[config.mk]
export PLATFORM = sky130hd
export DESIGN_NAME = e_rr_processor_top
export DESIGN_NICKNAME = d
export VERILOG_FILES = /design/src/logic/e_rr_pkg.sv /design/src/logic/e_grant_if.sv /design/src/logic/e_rr_processor_top.sv /design/src/logic/e_output_crossbar.sv /design/src/logic/e_grant_select.sv /design/src/logic/e_credit_counter.sv /design/src/logic/e_rr_order.sv /design/src/logic/e_route_compare.sv
export SDC_FILE = /design/constraint.sdc
export NUM_CORES = 1
export LEC_CHECK = 0
export BUFFER_PORTS_ARGS = -buffer_cell sky130_fd_sc_hd__buf_2
export CAP_MARGIN = 25
export CORE_AREA = 4 4 95 97
export DETAILED_ROUTE_END_ITERATION = 6
export DIE_AREA = 0 0 99 101
export GPL_ROUTABILITY_DRIVEN = 0
export PLACE_DENSITY = 0.93
export SYNTH_ARGS = -nofsm -noshare
export SYNTH_HDL_FRONTEND = slang
export SYNTH_SLANG_ARGS = --single-unit
[constraint.sdc]
create_clock -name clk -period 6 [get_ports clk]
set_clock_uncertainty 0.1 [all_clocks]
set_input_delay 0.3 -clock clk [delete_from_list [all_inputs] [get_ports clk]]
set_output_delay 0.3 -clock clk [all_outputs]
set_load 0.03 [all_outputs]
[src/logic/e_rr_pkg.sv]
package e_rr_pkg;

  // next-hop direction codes, shared by the route compare and crossbar select
  typedef enum logic [2:0] {
    DIR_N = 3'd0,
    DIR_S = 3'd1,
    DIR_W = 3'd2,
    DIR_E = 3'd3,
    DIR_L = 3'd4
  } dir_e;

  // round-robin pointer, listed in rotation order
  typedef enum logic [1:0] {
    PORT_N = 2'd0,
    PORT_S = 2'd1,
    PORT_W = 2'd2,
    PORT_L = 2'd3
  } in_port_e;

  localparam int FLIT_W = 16;

  // depth of the downstream east buffer
  localparam int CREDIT_MAX = 4;
  localparam int CREDIT_W   = 3;

  // crossbar select when nothing is granted
  localparam dir_e IDLE_SEL = DIR_E;

  // bit positions in the request and grant vectors
  localparam int REQ_N_BIT = 3;
  localparam int REQ_S_BIT = 2;
  localparam int REQ_W_BIT = 1;
  localparam int REQ_L_BIT = 0;

endpackage
[src/logic/e_grant_if.sv]
`timescale 1ns/1ps

interface e_grant_if;
  import e_rr_pkg::*;

  logic [3:0]        grant;
  dir_e              cs_sel;
  logic              grant_valid;
  // flits travel alongside the grant so the crossbar sees the matching cycle
  logic [FLIT_W-1:0] n_flit;
  logic [FLIT_W-1:0] s_flit;
  logic [FLIT_W-1:0] w_flit;
  logic [FLIT_W-1:0] l_flit;

  modport src (
    output grant, cs_sel, grant_valid,
    output n_flit, s_flit, w_flit, l_flit
  );

  modport dst (
    input grant, cs_sel, grant_valid,
    input n_flit, s_flit, w_flit, l_flit
  );

endinterface

[src/logic/e_rr_processor_top.sv]
`timescale 1ns/1ps

module e_rr_processor_top (
  input  logic                          clk,
  input  logic                          reset_i,
  input  logic [2:0]                    n_nexthop_i,
  input  logic [2:0]                    s_nexthop_i,
  input  logic [2:0]                    w_nexthop_i,
  input  logic [2:0]                    l_nexthop_i,
  input  logic [e_rr_pkg::FLIT_W-1:0]   n_flit_i,
  input  logic [e_rr_pkg::FLIT_W-1:0]   s_flit_i,
  input  logic [e_rr_pkg::FLIT_W-1:0]   w_flit_i,
  input  logic [e_rr_pkg::FLIT_W-1:0]   l_flit_i,
  input  logic                          change_order_i,
  input  logic                          credit_return_i,
  output logic                          grant_n_o,
  output logic                          grant_s_o,
  output logic                          grant_w_o,
  output logic                          grant_l_o,
  output logic [2:0]                    cs_sel_o,
  output logic [e_rr_pkg::FLIT_W-1:0]   flit_o,
  output logic                          flit_valid_o
);
  import e_rr_pkg::*;

  logic [3:0]        req_q;
  logic [FLIT_W-1:0] n_flit_q;
  logic [FLIT_W-1:0] s_flit_q;
  logic [FLIT_W-1:0] w_flit_q;
  logic [FLIT_W-1:0] l_flit_q;
  in_port_e          order;
  logic              credit_avail;

  e_grant_if gnt_if ();

  e_route_compare u_route_compare (
    .clk         (clk),
    .reset_i     (reset_i),
    .n_nexthop_i (dir_e'(n_nexthop_i)),
    .s_nexthop_i (dir_e'(s_nexthop_i)),
    .w_nexthop_i (dir_e'(w_nexthop_i)),
    .l_nexthop_i (dir_e'(l_nexthop_i)),
    .n_flit_i    (n_flit_i),
    .s_flit_i    (s_flit_i),
    .w_flit_i    (w_flit_i),
    .l_flit_i    (l_flit_i),
    .req_o       (req_q),
    .n_flit_o    (n_flit_q),
    .s_flit_o    (s_flit_q),
    .w_flit_o    (w_flit_q),
    .l_flit_o    (l_flit_q)
  );

  e_rr_order u_rr_order (
    .clk            (clk),
    .reset_i        (reset_i),
    .change_order_i (change_order_i),
    .order_o        (order)
  );

  e_credit_counter u_credit_counter (
    .clk             (clk),
    .reset_i         (reset_i),
    .take_i          (gnt_if.grant_valid),
    .credit_return_i (credit_return_i),
    .credit_avail_o  (credit_avail)
  );

  e_grant_select u_grant_select (
    .clk            (clk),
    .reset_i        (reset_i),
    .req_i          (req_q),
    .n_flit_i       (n_flit_q),
    .s_flit_i       (s_flit_q),
    .w_flit_i       (w_flit_q),
    .l_flit_i       (l_flit_q),
    .order_i        (order),
    .credit_avail_i (credit_avail),
    .gnt            (gnt_if)
  );

  e_output_crossbar u_output_crossbar (
    .clk          (clk),
    .reset_i      (reset_i),
    .gnt          (gnt_if),
    .flit_o       (flit_o),
    .flit_valid_o (flit_valid_o)
  );

  assign grant_n_o = gnt_if.grant[REQ_N_BIT];
  assign grant_s_o = gnt_if.grant[REQ_S_BIT];
  assign grant_w_o = gnt_if.grant[REQ_W_BIT];
  assign grant_l_o = gnt_if.grant[REQ_L_BIT];
  assign cs_sel_o  = gnt_if.cs_sel;

endmodule

[src/logic/e_output_crossbar.sv]
`timescale 1ns/1ps

module e_output_crossbar (
  input  logic                          clk,
  input  logic                          reset_i,
  e_grant_if.dst                        gnt,
  output logic [e_rr_pkg::FLIT_W-1:0]   flit_o,
  output logic                          flit_valid_o
);
  import e_rr_pkg::*;

  logic [FLIT_W-1:0] flit_mux;

  always_comb begin
    case (gnt.cs_sel)
      DIR_N:   flit_mux = gnt.n_flit;
      DIR_S:   flit_mux = gnt.s_flit;
      DIR_W:   flit_mux = gnt.w_flit;
      DIR_L:   flit_mux = gnt.l_flit;
      default: flit_mux = '0;
    endcase
  end

  always_ff @(posedge clk) begin
    if (reset_i) begin
      flit_valid_o <= 1'b0;
    end else begin
      flit_valid_o <= gnt.grant_valid;
    end
  end

  // last flit stays on the link while idle
  always_ff @(posedge clk) begin
    if (gnt.grant_valid) begin
      flit_o <= flit_mux;
    end
  end

  // a live grant never selects the idle east code
  a_sel_not_idle: assert property (
    @(posedge clk) disable iff (reset_i)
      gnt.grant_valid |-> (gnt.cs_sel != IDLE_SEL)
  );

endmodule

[src/logic/e_grant_select.sv]
`timescale 1ns/1ps

module e_grant_select (
  input  logic                          clk,
  input  logic                          reset_i,
  input  logic [3:0]                    req_i,
  input  logic [e_rr_pkg::FLIT_W-1:0]   n_flit_i,
  input  logic [e_rr_pkg::FLIT_W-1:0]   s_flit_i,
  input  logic [e_rr_pkg::FLIT_W-1:0]   w_flit_i,
  input  logic [e_rr_pkg::FLIT_W-1:0]   l_flit_i,
  input  e_rr_pkg::in_port_e            order_i,
  input  logic                          credit_avail_i,
  e_grant_if.src                        gnt
);
  import e_rr_pkg::*;

  function automatic int port_bit(in_port_e p);
    case (p)
      PORT_N:  return REQ_N_BIT;
      PORT_S:  return REQ_S_BIT;
      PORT_W:  return REQ_W_BIT;
      default: return REQ_L_BIT;
    endcase
  endfunction

  function automatic dir_e port_dir(in_port_e p);
    case (p)
      PORT_N:  return DIR_N;
      PORT_S:  return DIR_S;
      PORT_W:  return DIR_W;
      default: return DIR_L;
    endcase
  endfunction

  logic       req_hit;
  in_port_e   hit_port;
  in_port_e   scan_port;
  logic [3:0] grant_d;
  dir_e       sel_d;

  // walk the four inputs starting at the pointer, first request wins
  always_comb begin
    req_hit   = 1'b0;
    hit_port  = order_i;
    scan_port = order_i;
    for (int k = 0; k < 4; k++) begin
      if (!req_hit && req_i[port_bit(scan_port)]) begin
        req_hit  = 1'b1;
        hit_port = scan_port;
      end
      scan_port = in_port_e'(scan_port + 2'd1);
    end
  end

  // no credit means the request is dropped this cycle
  always_comb begin
    grant_d = '0;
    sel_d   = IDLE_SEL;
    if (req_hit && credit_avail_i) begin
      grant_d[port_bit(hit_port)] = 1'b1;
      sel_d                       = port_dir(hit_port);
    end
  end

  always_ff @(posedge clk) begin
    if (reset_i) begin
      gnt.grant       <= '0;
      gnt.cs_sel      <= IDLE_SEL;
      gnt.grant_valid <= 1'b0;
    end else begin
      gnt.grant       <= grant_d;
      gnt.cs_sel      <= sel_d;
      gnt.grant_valid <= |grant_d;
    end
  end

  always_ff @(posedge clk) begin
    gnt.n_flit <= n_flit_i;
    gnt.s_flit <= s_flit_i;
    gnt.w_flit <= w_flit_i;
    gnt.l_flit <= l_flit_i;
  end

  a_grant_onehot: assert property (
    @(posedge clk) disable iff (reset_i)
      $onehot0(gnt.grant)
  );

endmodule

[src/logic/e_credit_counter.sv]
`timescale 1ns/1ps

module e_credit_counter (
  input  logic clk,
  input  logic reset_i,
  input  logic take_i,
  input  logic credit_return_i,
  output logic credit_avail_o
);
  import e_rr_pkg::*;

  logic [CREDIT_W-1:0] count_q;

  // buffer starts empty, so all slots are free
  always_ff @(posedge clk) begin
    if (reset_i) begin
      count_q <= CREDIT_W'(CREDIT_MAX);
    end else begin
      unique case ({take_i, credit_return_i})
        2'b10:   count_q <= count_q - 1'b1;
        2'b01:   count_q <= count_q + 1'b1;
        default: count_q <= count_q;
      endcase
    end
  end

  // a grant still sitting in the grant register has spent its credit already
  assign credit_avail_o = (count_q > CREDIT_W'(take_i));

  // downstream cannot return more slots than it has
  a_count_max: assert property (
    @(posedge clk) disable iff (reset_i)
      count_q <= CREDIT_W'(CREDIT_MAX)
  );

  // grant stage must hold off at zero credits
  a_no_take_empty: assert property (
    @(posedge clk) disable iff (reset_i)
      take_i |-> (count_q != '0)
  );

endmodule

[src/logic/e_rr_order.sv]
`timescale 1ns/1ps

module e_rr_order (
  input  logic                 clk,
  input  logic                 reset_i,
  input  logic                 change_order_i,
  output e_rr_pkg::in_port_e   order_o
);
  import e_rr_pkg::*;

  in_port_e order_q;
  in_port_e order_next;

  // N -> S -> W -> L -> N
  always_comb begin
    unique case (order_q)
      PORT_N:  order_next = PORT_S;
      PORT_S:  order_next = PORT_W;
      PORT_W:  order_next = PORT_L;
      PORT_L:  order_next = PORT_N;
      default: order_next = PORT_N;
    endcase
  end

  always_ff @(posedge clk) begin
    if (reset_i) begin
      order_q <= PORT_N;
    end else if (change_order_i) begin
      order_q <= order_next;
    end
  end

  // head of the priority list
  assign order_o = order_q;

endmodule

[src/logic/e_route_compare.sv]
`timescale 1ns/1ps

module e_route_compare (
  input  logic                          clk,
  input  logic                          reset_i,
  input  e_rr_pkg::dir_e                n_nexthop_i,
  input  e_rr_pkg::dir_e                s_nexthop_i,
  input  e_rr_pkg::dir_e                w_nexthop_i,
  input  e_rr_pkg::dir_e                l_nexthop_i,
  input  logic [e_rr_pkg::FLIT_W-1:0]   n_flit_i,
  input  logic [e_rr_pkg::FLIT_W-1:0]   s_flit_i,
  input  logic [e_rr_pkg::FLIT_W-1:0]   w_flit_i,
  input  logic [e_rr_pkg::FLIT_W-1:0]   l_flit_i,
  output logic [3:0]                    req_o,
  output logic [e_rr_pkg::FLIT_W-1:0]   n_flit_o,
  output logic [e_rr_pkg::FLIT_W-1:0]   s_flit_o,
  output logic [e_rr_pkg::FLIT_W-1:0]   w_flit_o,
  output logic [e_rr_pkg::FLIT_W-1:0]   l_flit_o
);
  import e_rr_pkg::*;

  // an input wants east when its next hop names east
  always_ff @(posedge clk) begin
    if (reset_i) begin
      req_o <= '0;
    end else begin
      req_o[REQ_N_BIT] <= (n_nexthop_i == DIR_E);
      req_o[REQ_S_BIT] <= (s_nexthop_i == DIR_E);
      req_o[REQ_W_BIT] <= (w_nexthop_i == DIR_E);
      req_o[REQ_L_BIT] <= (l_nexthop_i == DIR_E);
    end
  end

  always_ff @(posedge clk) begin
    n_flit_o <= n_flit_i;
    s_flit_o <= s_flit_i;
    w_flit_o <= w_flit_i;
    l_flit_o <= l_flit_i;
  end

  // codes 5..7 never come out of the routing stage
  property p_legal_code(logic [2:0] code);
    @(posedge clk) disable iff (reset_i)
      code inside {DIR_N, DIR_S, DIR_W, DIR_E, DIR_L};
  endproperty

  a_n_code: assert property (p_legal_code(n_nexthop_i));
  a_s_code: assert property (p_legal_code(s_nexthop_i));
  a_w_code: assert property (p_legal_code(w_nexthop_i));
  a_l_code: assert property (p_legal_code(l_nexthop_i));

endmodule

## Word-level counts from Yosys, hierarchy flattened

Cells that the tools add are included.

| word-level totals | value |
|---|---|
| bits in registers | 162 |
| input bits | 80 |
| word-level logic and storage cells | 98 |

| operators by class | value |
|---|---|
| add/sub/neg operators | 5 |
| magnitude comparators | 7 |
| equal/unequal tests | 20 |
| multiplexer cells | 32 |
| bitwise logic cells | 1 |
| reduce and logical (&&, ||, !) cells | 17 |

Operators with widths:

| cell | number |
|---|---|
| 16-bit one-hot mux with 4 select lines | 1 |
| 32-bit by 1-bit greater-or-equal comparator with 1-bit output, second input constant | 1 |
| 32-bit by 4-bit less-than comparator with 1-bit output, second input constant | 1 |
| 32-bit two-way mux | 1 |
| 2-bit one-hot mux with 3 select lines | 5 |
| 3-bit by 2-bit equality test with 1-bit output, second input constant | 5 |
| 2-bit equality test, second input constant | 7 |
| 1-bit two-way mux | 13 |
| 2-bit by 1-bit equality test with 1-bit output, second input constant | 6 |
| 2-bit by 3-bit less-than comparator with 1-bit output, second input constant | 4 |
| 2-bit zero test | 5 |
| 3-bit one-hot mux with 3 select lines | 1 |
| 1-bit binary-select mux with 2-bit select | 4 |
| 2-bit one-hot mux with 4 select lines | 1 |
| 2-bit by 1-bit adder with 2-bit output, second input constant | 3 |
| 2-bit two-way mux | 3 |
| 3-bit one-hot mux with 2 select lines | 1 |
| 1-bit logical AND | 5 |
| 4-bit two-way mux | 1 |
| 4-bit OR reduction | 1 |
| 3-bit by 1-bit adder with 3-bit output, second input constant | 1 |
| 3-bit by 1-bit equality test with 1-bit output, second input constant | 1 |
| 3-bit equality test, second input constant | 1 |
| 3-bit by 1-bit greater-than comparator with 1-bit output | 1 |
| 7 further kinds | 9 |

## Depth between registers and ports, before layout

Gate-level depths: netlist of run 1.

| logic depth | value |
|---|---|
| depth in word-level cells | 24 |
| mapped depth | 9 |

## By module

Synthesis of run 1 repeated with hierarchy kept, for this count alone.

| second synthesis, totals | value |
|---|---|
| cell total of the unflattened synthesis | 316 |
| area, all modules | 4,709.5 um^2 |

By module, submodules not included:

| module | instances | cells an instance | area each (um^2) | sequential area each (um^2) |
|---|---|---|---|---|
| e_grant_select | 1 | 119 | 1,801.7 | 1,441.4 |
| e_route_compare | 1 | 72 | 1,411.4 | 1,361.3 |
| e_output_crossbar | 1 | 95 | 1,216.2 | 500.5 |
| e_credit_counter | 1 | 19 | 178.9 | 60.1 |
| e_rr_order | 1 | 11 | 101.3 | 40.0 |

## Worst setup path after synthesis of run 1

Ideal clock, no wire load.

| timing | value |
|---|---|
| path kind | register to register |
| start point | register u_rr_order.order_q[0], in the netlist u_rr_order.order_o[0] |
| end point | register u_grant_select.gnt.cs_sel[2] |
| library setup time | 0.081 ns |
| arrival | 2.369 ns |
| data required time | 5.819 ns |
| setup slack | 3.449 ns |
| cell stages (with the launch flop) | 9 |
| cells stage by stage | dfxtp_1 -> buf_2 -> inv_1 -> ha_1 -> o21ba_1 -> mux4_2 -> a2111oi_4 -> xnor2_1 -> nor3b_1 |

| between the ends | value |
|---|---|
| cells in the longest elaborated chain, start to end | 18 |
| elaborated cells on any way between the ends | 51 |
| those cells by class | add/sub (3); eq/ne (10); mux (24); bitwise (1); reduce/logical (13) |

Ends and longest elaborated chain:

| what | line | RTL |
|---|---|---|
| from (decl) | e_rr_order.sv:11 | `in_port_e order_q;` |
| from (signal assigned) | e_rr_order.sv:29 | `order_q <= order_next;` |
| branches (longest 18 deep; another with 2-bit by 1-bit adder with 2-bit output) | n/a |  |
| to (signal assigned) | e_grant_select.sv:72 | `gnt.cs_sel <= sel_d;` |
| to (decl) | e_grant_if.sv:16 | `output grant, cs_sel, grant_valid,` |

Parallel ways; which one is timed is not known. The select of a mux whose other input is x is not followed.
A chain may end at the register's enable or synchronous reset.

## Worst setup path in the final report of run 1

| timing | value |
|---|---|
| start point | register u_rr_order.order_q[0], in the netlist u_rr_order.order_o[0] |
| end point | register u_grant_select.gnt.grant[0] |

| between the ends | value |
|---|---|
| cells in the longest elaborated chain, start to end | 23 |
| elaborated cells on any way between the ends | 56 |
| those cells by class | add/sub (3); order compare (2); eq/ne (10); mux (28); reduce/logical (13) |

Ends and longest elaborated chain:

| what | line | RTL |
|---|---|---|
| branches (longest 22 deep; another with 2-bit by 1-bit adder with 2-bit output) | n/a |  |
| 4-bit two-way mux * | e_grant_select.sv:59 | `if (req_hit && credit_avail_i) begin` |
| to (signal assigned) | e_grant_select.sv:71 | `gnt.grant <= grant_d;` |
| to (decl) | e_grant_if.sv:16 |  |

Every way passes the cells marked *. The select of a mux whose other input is x is not followed.

==> results.cfg, run 1 <==
[global_route]
overflow = 0
antenna_found_initial = 0
grt_start_max_net_pins = 21
met2_usage = 0.420
grt_util_met1 = 0.234
grt_pass1_wl_um = 17200
grt.total_usage = 0.228
busiest_layer = met2
grt_pass1_vias = 3407
grt_util_met3 = 0.0574

[min_path]
holdPathEnd = u_output_crossbar.flit_valid_o$_SDFF_PP0_
whs_path_depth = 2
worstHoldStart = reset_i
hold_path.class = in -> reg

[synthesis]
syn_nets = 427
synth_warnings = 0
yosysUniqueCellTypes = 41
synth-seq-cells = 162
synthesis.area_um2 = 4520
avgSynthCellArea_um2 = 13.3
synthCells = 339
synth_seq_area_share = 0.753

[placement]
dpl.hpwl_um = 5780
portBuffers = 103
dpl_cell_area_um2 = 5120

[sta]
fmax_mhz = 329
hold_viol = 0
rsz0062_at_grt = false
fin_crit_ps = 3040
fin_crit_sh = 0.506
slew_violations = 0
tns_ps = 0
tightest_slew_ps = 794
setup_violations = 0
finalHoldWorstSlack_ps = 23.8
worst_slew_margin_rel = 0.470

[power]
p_per_area_nw_per_um2 = 400
vdd_drop_max_mv = 0.340
leakage_nw = 2.78

[final_layout]
layout-drive-gt1-share = 0.264
fin_area_um2 = 6450
antennaDiodeCount = 0
nets = 610
syn_to_final_growth_pct = 42.7

[setup_path]
regToRegStartpoint = u_rr_order.order_o[0]$_SDFFE_PP0P_
cp_cell_sequence = inv_1 -> ha_1 -> o21ba_1 -> mux4_2 -> a2111oi_4 -> xnor2_1 -> nor3b_1
critical_path_required_ps = 6300
end_kind = register
cp_num_buf_inv = 1
critPathMaxFanout = 14
r2r_slack_ps = 2960
ff2ff_path_depth = 7
critical_path_class = reg -> reg
arrival_ps = 3340
slowest_stage = dfxtp_1
critPathLaunchType = register
r2r_end = u_grant_select.gnt.grant[0]$_SDFF_PP0_
cpLargestDelayFamily = flip-flops
cpPeakStageDelay_ps = 620

[clock_network]
htree_levels = 4
cts.repair.resized = 0
cts_tree = yes
clk_pin_slew_ps = 60
root_buffer = clkbuf_8
cts.sink_count = 162
clk-insertion-delay-late_ps = 500
clockBufferDepth = 2
cts_buffers = 17

[die]
pin_count = 104
core_um2 = 8130
start_util = 0.555
num_rows = 33
die-width_um = 99
chipHeight_um = 101
die_area_um2 = 10000

[flow_run]
maxCapViolations = 0

[detailed_routing]
drc = 0
vias = 3102
drt_iter0_markers = 187
drt-wirelength-per-cell_um = 17.0
vias_per_cell = 4.85
ant_nets = 0
drt_wl_total_um = 10900
drt_pre_antenna_iters = 5

[outcome]
status = finished, final reports clean
final cells by class:
| type | instances | area, um2 |
|---|---|---|
| Sequential cell | 162 | 3400 |
| Fill cell | 426 | 1690 |
| Timing Repair Buffer | 179 | 1270 |
| Multi-Input combinational cell | 154 | 1030 |
| Clock buffer | 18 | 418 |
| Clock inverter | 14 | 165 |
| Tap cell | 105 | 131 |
| Inverter | 8 | 30.0 |
flip-flops by register name (all words and copies together), names as in the netlist, 2 cells and up:
register,flops
u_grant_select.gnt.cs_sel,3
u_route_compare.n_flit_o,16
u_route_compare.w_flit_o,16
u_route_compare.req_o,4
u_output_crossbar.flit_o,16
u_rr_order.order_o,2
u_grant_select.gnt.w_flit,16
u_grant_select.gnt.n_flit,16
u_grant_select.gnt.grant,4
u_route_compare.s_flit_o,16
u_route_compare.l_flit_o,16
u_grant_select.gnt.s_flit,16
u_credit_counter.count_q,3
u_grant_select.gnt.l_flit,16
cell usage after synthesis (all sizes together):
master	number	share of area
o22ai	1	0.0014
inv	8	0.0066
a32oi	1	0.0019
a21o	2	0.0033
nor4bb	4	0.0089
or3b	1	0.0019
a21oi	19	0.021
mux2i	19	0.042
nor2b	4	0.0055
a2111oi	1	0.0061
ha	7	0.019
nand2	16	0.013
nor3b	2	0.0033
o32a	1	0.0022
o32ai	1	0.0019
o21ba	1	0.0022
o211ai	1	0.0017
a211oi	1	0.0017
nand3b	1	0.0017
dfxtp	146	0.65
edfxtp	16	0.11
a221oi	1	0.0019
o21a	1	0.0017
xnor2	1	0.0019
mux4	1	0.0050
nor2	32	0.027
o21ai	17	0.019
nor3	5	0.0066
a221o	1	0.0022
o2bb2ai	1	0.0019
clkbuf	11	0.0091
nand2b	4	0.0055
nor4	1	0.0014
o21bai	1	0.0017
o221ai	1	0.0019
a2bb2oi	1	0.0019
fa	1	0.0044
buf	4	0.0039
xor2	2	0.0039
cells in the final DEF (no fill, tap or decap), types with 7 or more instances in the layout:
cell,instances
dlygate4sd3_1,73
inv_1,8
edfxtp_1,16
mux2i_1,19
nor2_1,32
dfxtp_1,146
o21ai_0,17
a21oi_1,19
clkbuf_16,16
ha_1,7
nand2_1,16
buf_2,103
how the worst max path moves through the flow:
| stage | start | endpoint | slack, ps | depth (start not counted) |
|---|---|---|---|---|
| 2_1_floorplan | u_rr_order.order_o[0]$_SDFFE_PP0P_ | u_grant_select.gnt.cs_sel[2]$_SDFF_PP0_ | 3450 | 8 |
| 3_3_place_gp | u_rr_order.order_o[0]$_SDFFE_PP0P_ | u_grant_select.gnt.cs_sel[2]$_SDFF_PP0_ | 3260 | 7 |
| 3_5_place_dp | u_rr_order.order_o[0]$_SDFFE_PP0P_ | u_grant_select.gnt.grant[0]$_SDFF_PP0_ | 3070 | 7 |
| 4_1_cts | u_rr_order.order_o[0]$_SDFFE_PP0P_ | u_grant_select.gnt.grant[0]$_SDFF_PP0_ | 3020 | 7 |
| 5_1_grt | u_rr_order.order_o[0]$_SDFFE_PP0P_ | u_grant_select.gnt.grant[0]$_SDFF_PP0_ | 2710 | 7 |
| 6_report | u_rr_order.order_o[0]$_SDFFE_PP0P_ | u_grant_select.gnt.grant[0]$_SDFF_PP0_ | 2960 | 7 |
where the power goes:
group          internal, mW  switching [mW]  leakage, nW
clock                 0.609           0.451        0.293
combinational         0.128           0.155         1.11
sequential             1.18          0.0566         1.38
cells by family (layout without fill, tap and decap cells):
family,Yosys count,after routing,synth area share
DFF,162,162,0.753
and+or+nand+nor,70,70,0.0748
AOI/OAI and AO/OA,53,53,0.0756
buffers and inverters,23,219,0.0197
muxes,20,20,0.0471
adders and majority gates,8,8,0.0238
xor gates and xnor gates,3,3,0.00582
repair_timing:
item                      in CTS  in global routing
buffers inserted               0                  0
hold endpoints to repair      69                  0
hold buffers                  73                  0
metal layers:
metal	share of wire	wire, um
met1	0.37	4020
met2	0.55	5960
met3	0.042	455
met4	0.040	438
met5	0	0
worst register-to-register path, delay by kind of cell (launching register included):
kind                     cells  cell delay (ps)
XOR/XNOR                     1              340
AO/OA/AOI/OAI                2              540
AND/OR/NAND/NOR              1              300
adder cells (fa/ha/maj)      1              280
flip-flops                   1              620
buffers and inverters        1              250
multiplexers                 1              500
metrics by stage:
stage	power (mW)	utilization	instances	setup WS (ps)
floorplan	1.40	-	339	3450
global placement	1.48	0.629	533	3260
detailed placement	1.49	0.630	534	3070
CTS	2.57	0.792	639	3020
global route	2.67	0.792	640	2710
finish	2.58	0.792	640	2960
No activity file was read; power rests on OpenSTA's default activity.
==> inputs of run 2 (changes only) <==
CORE_AREA = 4 4 104 106   (was 4 4 95 97)
DIE_AREA = 0 0 108 110   (was 0 0 99 101)
PLACE_DENSITY = 0.84   (was 0.93)
clock period = 2.5 ns   (was 6 ns; I/O delays follow)
==> run 2 against run 1 <==
Compared with the run above:
- via count fell by 1.8%
- cell count increased by 5.3%
- register-to-register slack got worse by 2700 ps
- utilization decreased by 12 points
- combinational power rose to 2.7 times the previous value
- critical path type unchanged
==> results.cfg, run 2 (synthesis gave the netlist of run 1 again) <==
[outcome]
status = finished, final reports clean

[placement]
dpl_cell_area_um2 = 5210
dpl.hpwl_um = 5720
portBuffers = 103
place_ws_ps = 106

[sta]
rsz0062_at_grt = false
fin_crit_ps = 2270
hold_viol = 0
fin_crit_sh = 0.907
setup_violations = 0
setup_ws_ps = 233
slew_violations = 0
tns_ps = 0
tightest_slew_ps = 1030
worst_slew_margin_rel = 0.311
fmax_mhz = 441

[final_layout]
final_common_cell = dfxtp_1
nets = 617
fin_area_um2 = 6540
layout_common_cells = 146 x dfxtp_1, 103 x buf_2, 75 x dlygate4sd3_1, 32 x nor2_1
antennaDiodeCount = 0
syn_to_final_growth_pct = 44.6
fill_cells = 687
layout-drive-gt1-share = 0.268

[setup_path]
arrival_ps = 2590
end_kind = register
r2r_end = u_grant_select.gnt.cs_sel[2]$_SDFF_PP0_
critical_path_required_ps = 2830
critPathLaunchType = register
r2r_slack_ps = 230
regToRegStartpoint = u_rr_order.order_o[1]$_SDFFE_PP0P_
critical_path_class = reg -> reg
ff2ff_path_depth = 7
critPathMaxFanout = 7

[detailed_routing]
drt_iter0_markers = 118
vias = 3047
ant_nets = 0
drt-wirelength-per-cell_um = 15.2
drt_pre_antenna_iters = 4
drc = 0
drt_wl_total_um = 10200
vias_per_cell = 4.52

[clock_network]
htree_levels = 4
clk-insertion-delay-late_ps = 510
cts_buffers = 17
post_cts_buffers = 0
clk_pin_slew_ps = 60
cts_tree = yes
clockBufferDepth = 2
cts.sink_count = 162
root_buffer = clkbuf_8

[global_route]
antenna_found_initial = 0
grt_start_max_net_pins = 19
grt_pass1_vias = 3303
grt.total_usage = 0.183
overflow = 0
grt_pass1_wl_um = 16100

[min_path]
worstHoldStart = credit_return_i
holdPathEnd = u_credit_counter.count_q[0]$_SDFFE_PP0P_
hold_path.class = in -> reg
whs_path_depth = 4

[die]
die-width_um = 108
num_rows = 36
die_area_um2 = 11900
chipHeight_um = 110
pin_count = 104
core_um2 = 9770
start_util = 0.462

[power]
power.total_mw = 6.07
vdd_drop_max_mv = 0.820
leakage_nw = 2.80
p_per_area_nw_per_um2 = 929

[flow_run]
maxCapViolations = 0
-- run 2: cell count changes in the layout (fill, tap and decap cells not counted), sizes merged --
cell,change
clkinvlp,+2
dlygate4sd3,+2
bufinv,-1
inv,-7
clkbuf,+6
buf,+5
clkinv,-1
-- run 2: report_power, final --
group | internal [mW] | total [mW] | switching (mW)
clock network | 1.46 | 2.41 | 0.948
logic | 0.326 | 0.753 | 0.427
registers | 2.84 | 2.91 | 0.0726
-- run 2: layer usage --
metal	up-vias	part of all wire	GRT usage	wire, um
met5	-	0	0	0
met4	0	0.024	0.0848	249
met3	23	0.029	0.0448	294
met2	82	0.56	0.354	5730
met1	1415	0.39	0.184	3970
li1	1527	-	-	-
-- run 2: critical path: stages, from the launching register on --
cell and delay, ps:
dfxtp_1 340, inv_1 150, ha_1 190, o21ba_1 140, mux4_2 580, a2111oi_4 270
xnor2_2 210, nor3b_1 210
-- run 2: how the worst max path moves through the flow --
stage                                            start                                       to  cells after the start  slack, ps
floorplan           u_rr_order.order_o[0]$_SDFFE_PP0P_  u_grant_select.gnt.cs_sel[2]$_SDFF_PP0_                      8          5
global placement    u_rr_order.order_o[1]$_SDFFE_PP0P_  u_grant_select.gnt.cs_sel[2]$_SDFF_PP0_                      7        200
detailed placement  u_rr_order.order_o[1]$_SDFFE_PP0P_   u_grant_select.gnt.grant[0]$_SDFF_PP0_                      7        110
CTS                 u_rr_order.order_o[1]$_SDFFE_PP0P_   u_grant_select.gnt.grant[0]$_SDFF_PP0_                      7         70
global route        u_rr_order.order_o[1]$_SDFFE_PP0P_  u_grant_select.gnt.cs_sel[1]$_SDFF_PP1_                      7         60
finish              u_rr_order.order_o[1]$_SDFFE_PP0P_  u_grant_select.gnt.cs_sel[2]$_SDFF_PP0_                      7        230
-- run 2: cell type report --
cell class / count / area (um2) / area share
multi-input combinational: 154 / 1040 / 0.160
clock inverter: 7 / 71.3 / 0.0109
clock buffer: 24 / 493 / 0.0754
sequential: 162 / 3400 / 0.521
tap: 133 / 166 / 0.0255
inverter: 8 / 30.0 / 0.00460
timing repair buffer: 186 / 1330 / 0.203
-- run 2: what timing repair did --
action,in CTS,in global routing
hold endpoints to repair,74,0
setup endpoints to repair,0,4
hold buffers,75,0
resized for setup,0,2
-- run 2: stage by stage --
stage / util / cells / hold WS, ps
after global routing: 0.669 / 674 / 66.1
after CTS: 0.667 / 674 / 14.8
after global placement: 0.533 / 568 / 127
after detailed placement: 0.533 / 568 / 129
final: 0.669 / 674 / 25.5
after floorplan: - / 339 / 52.7
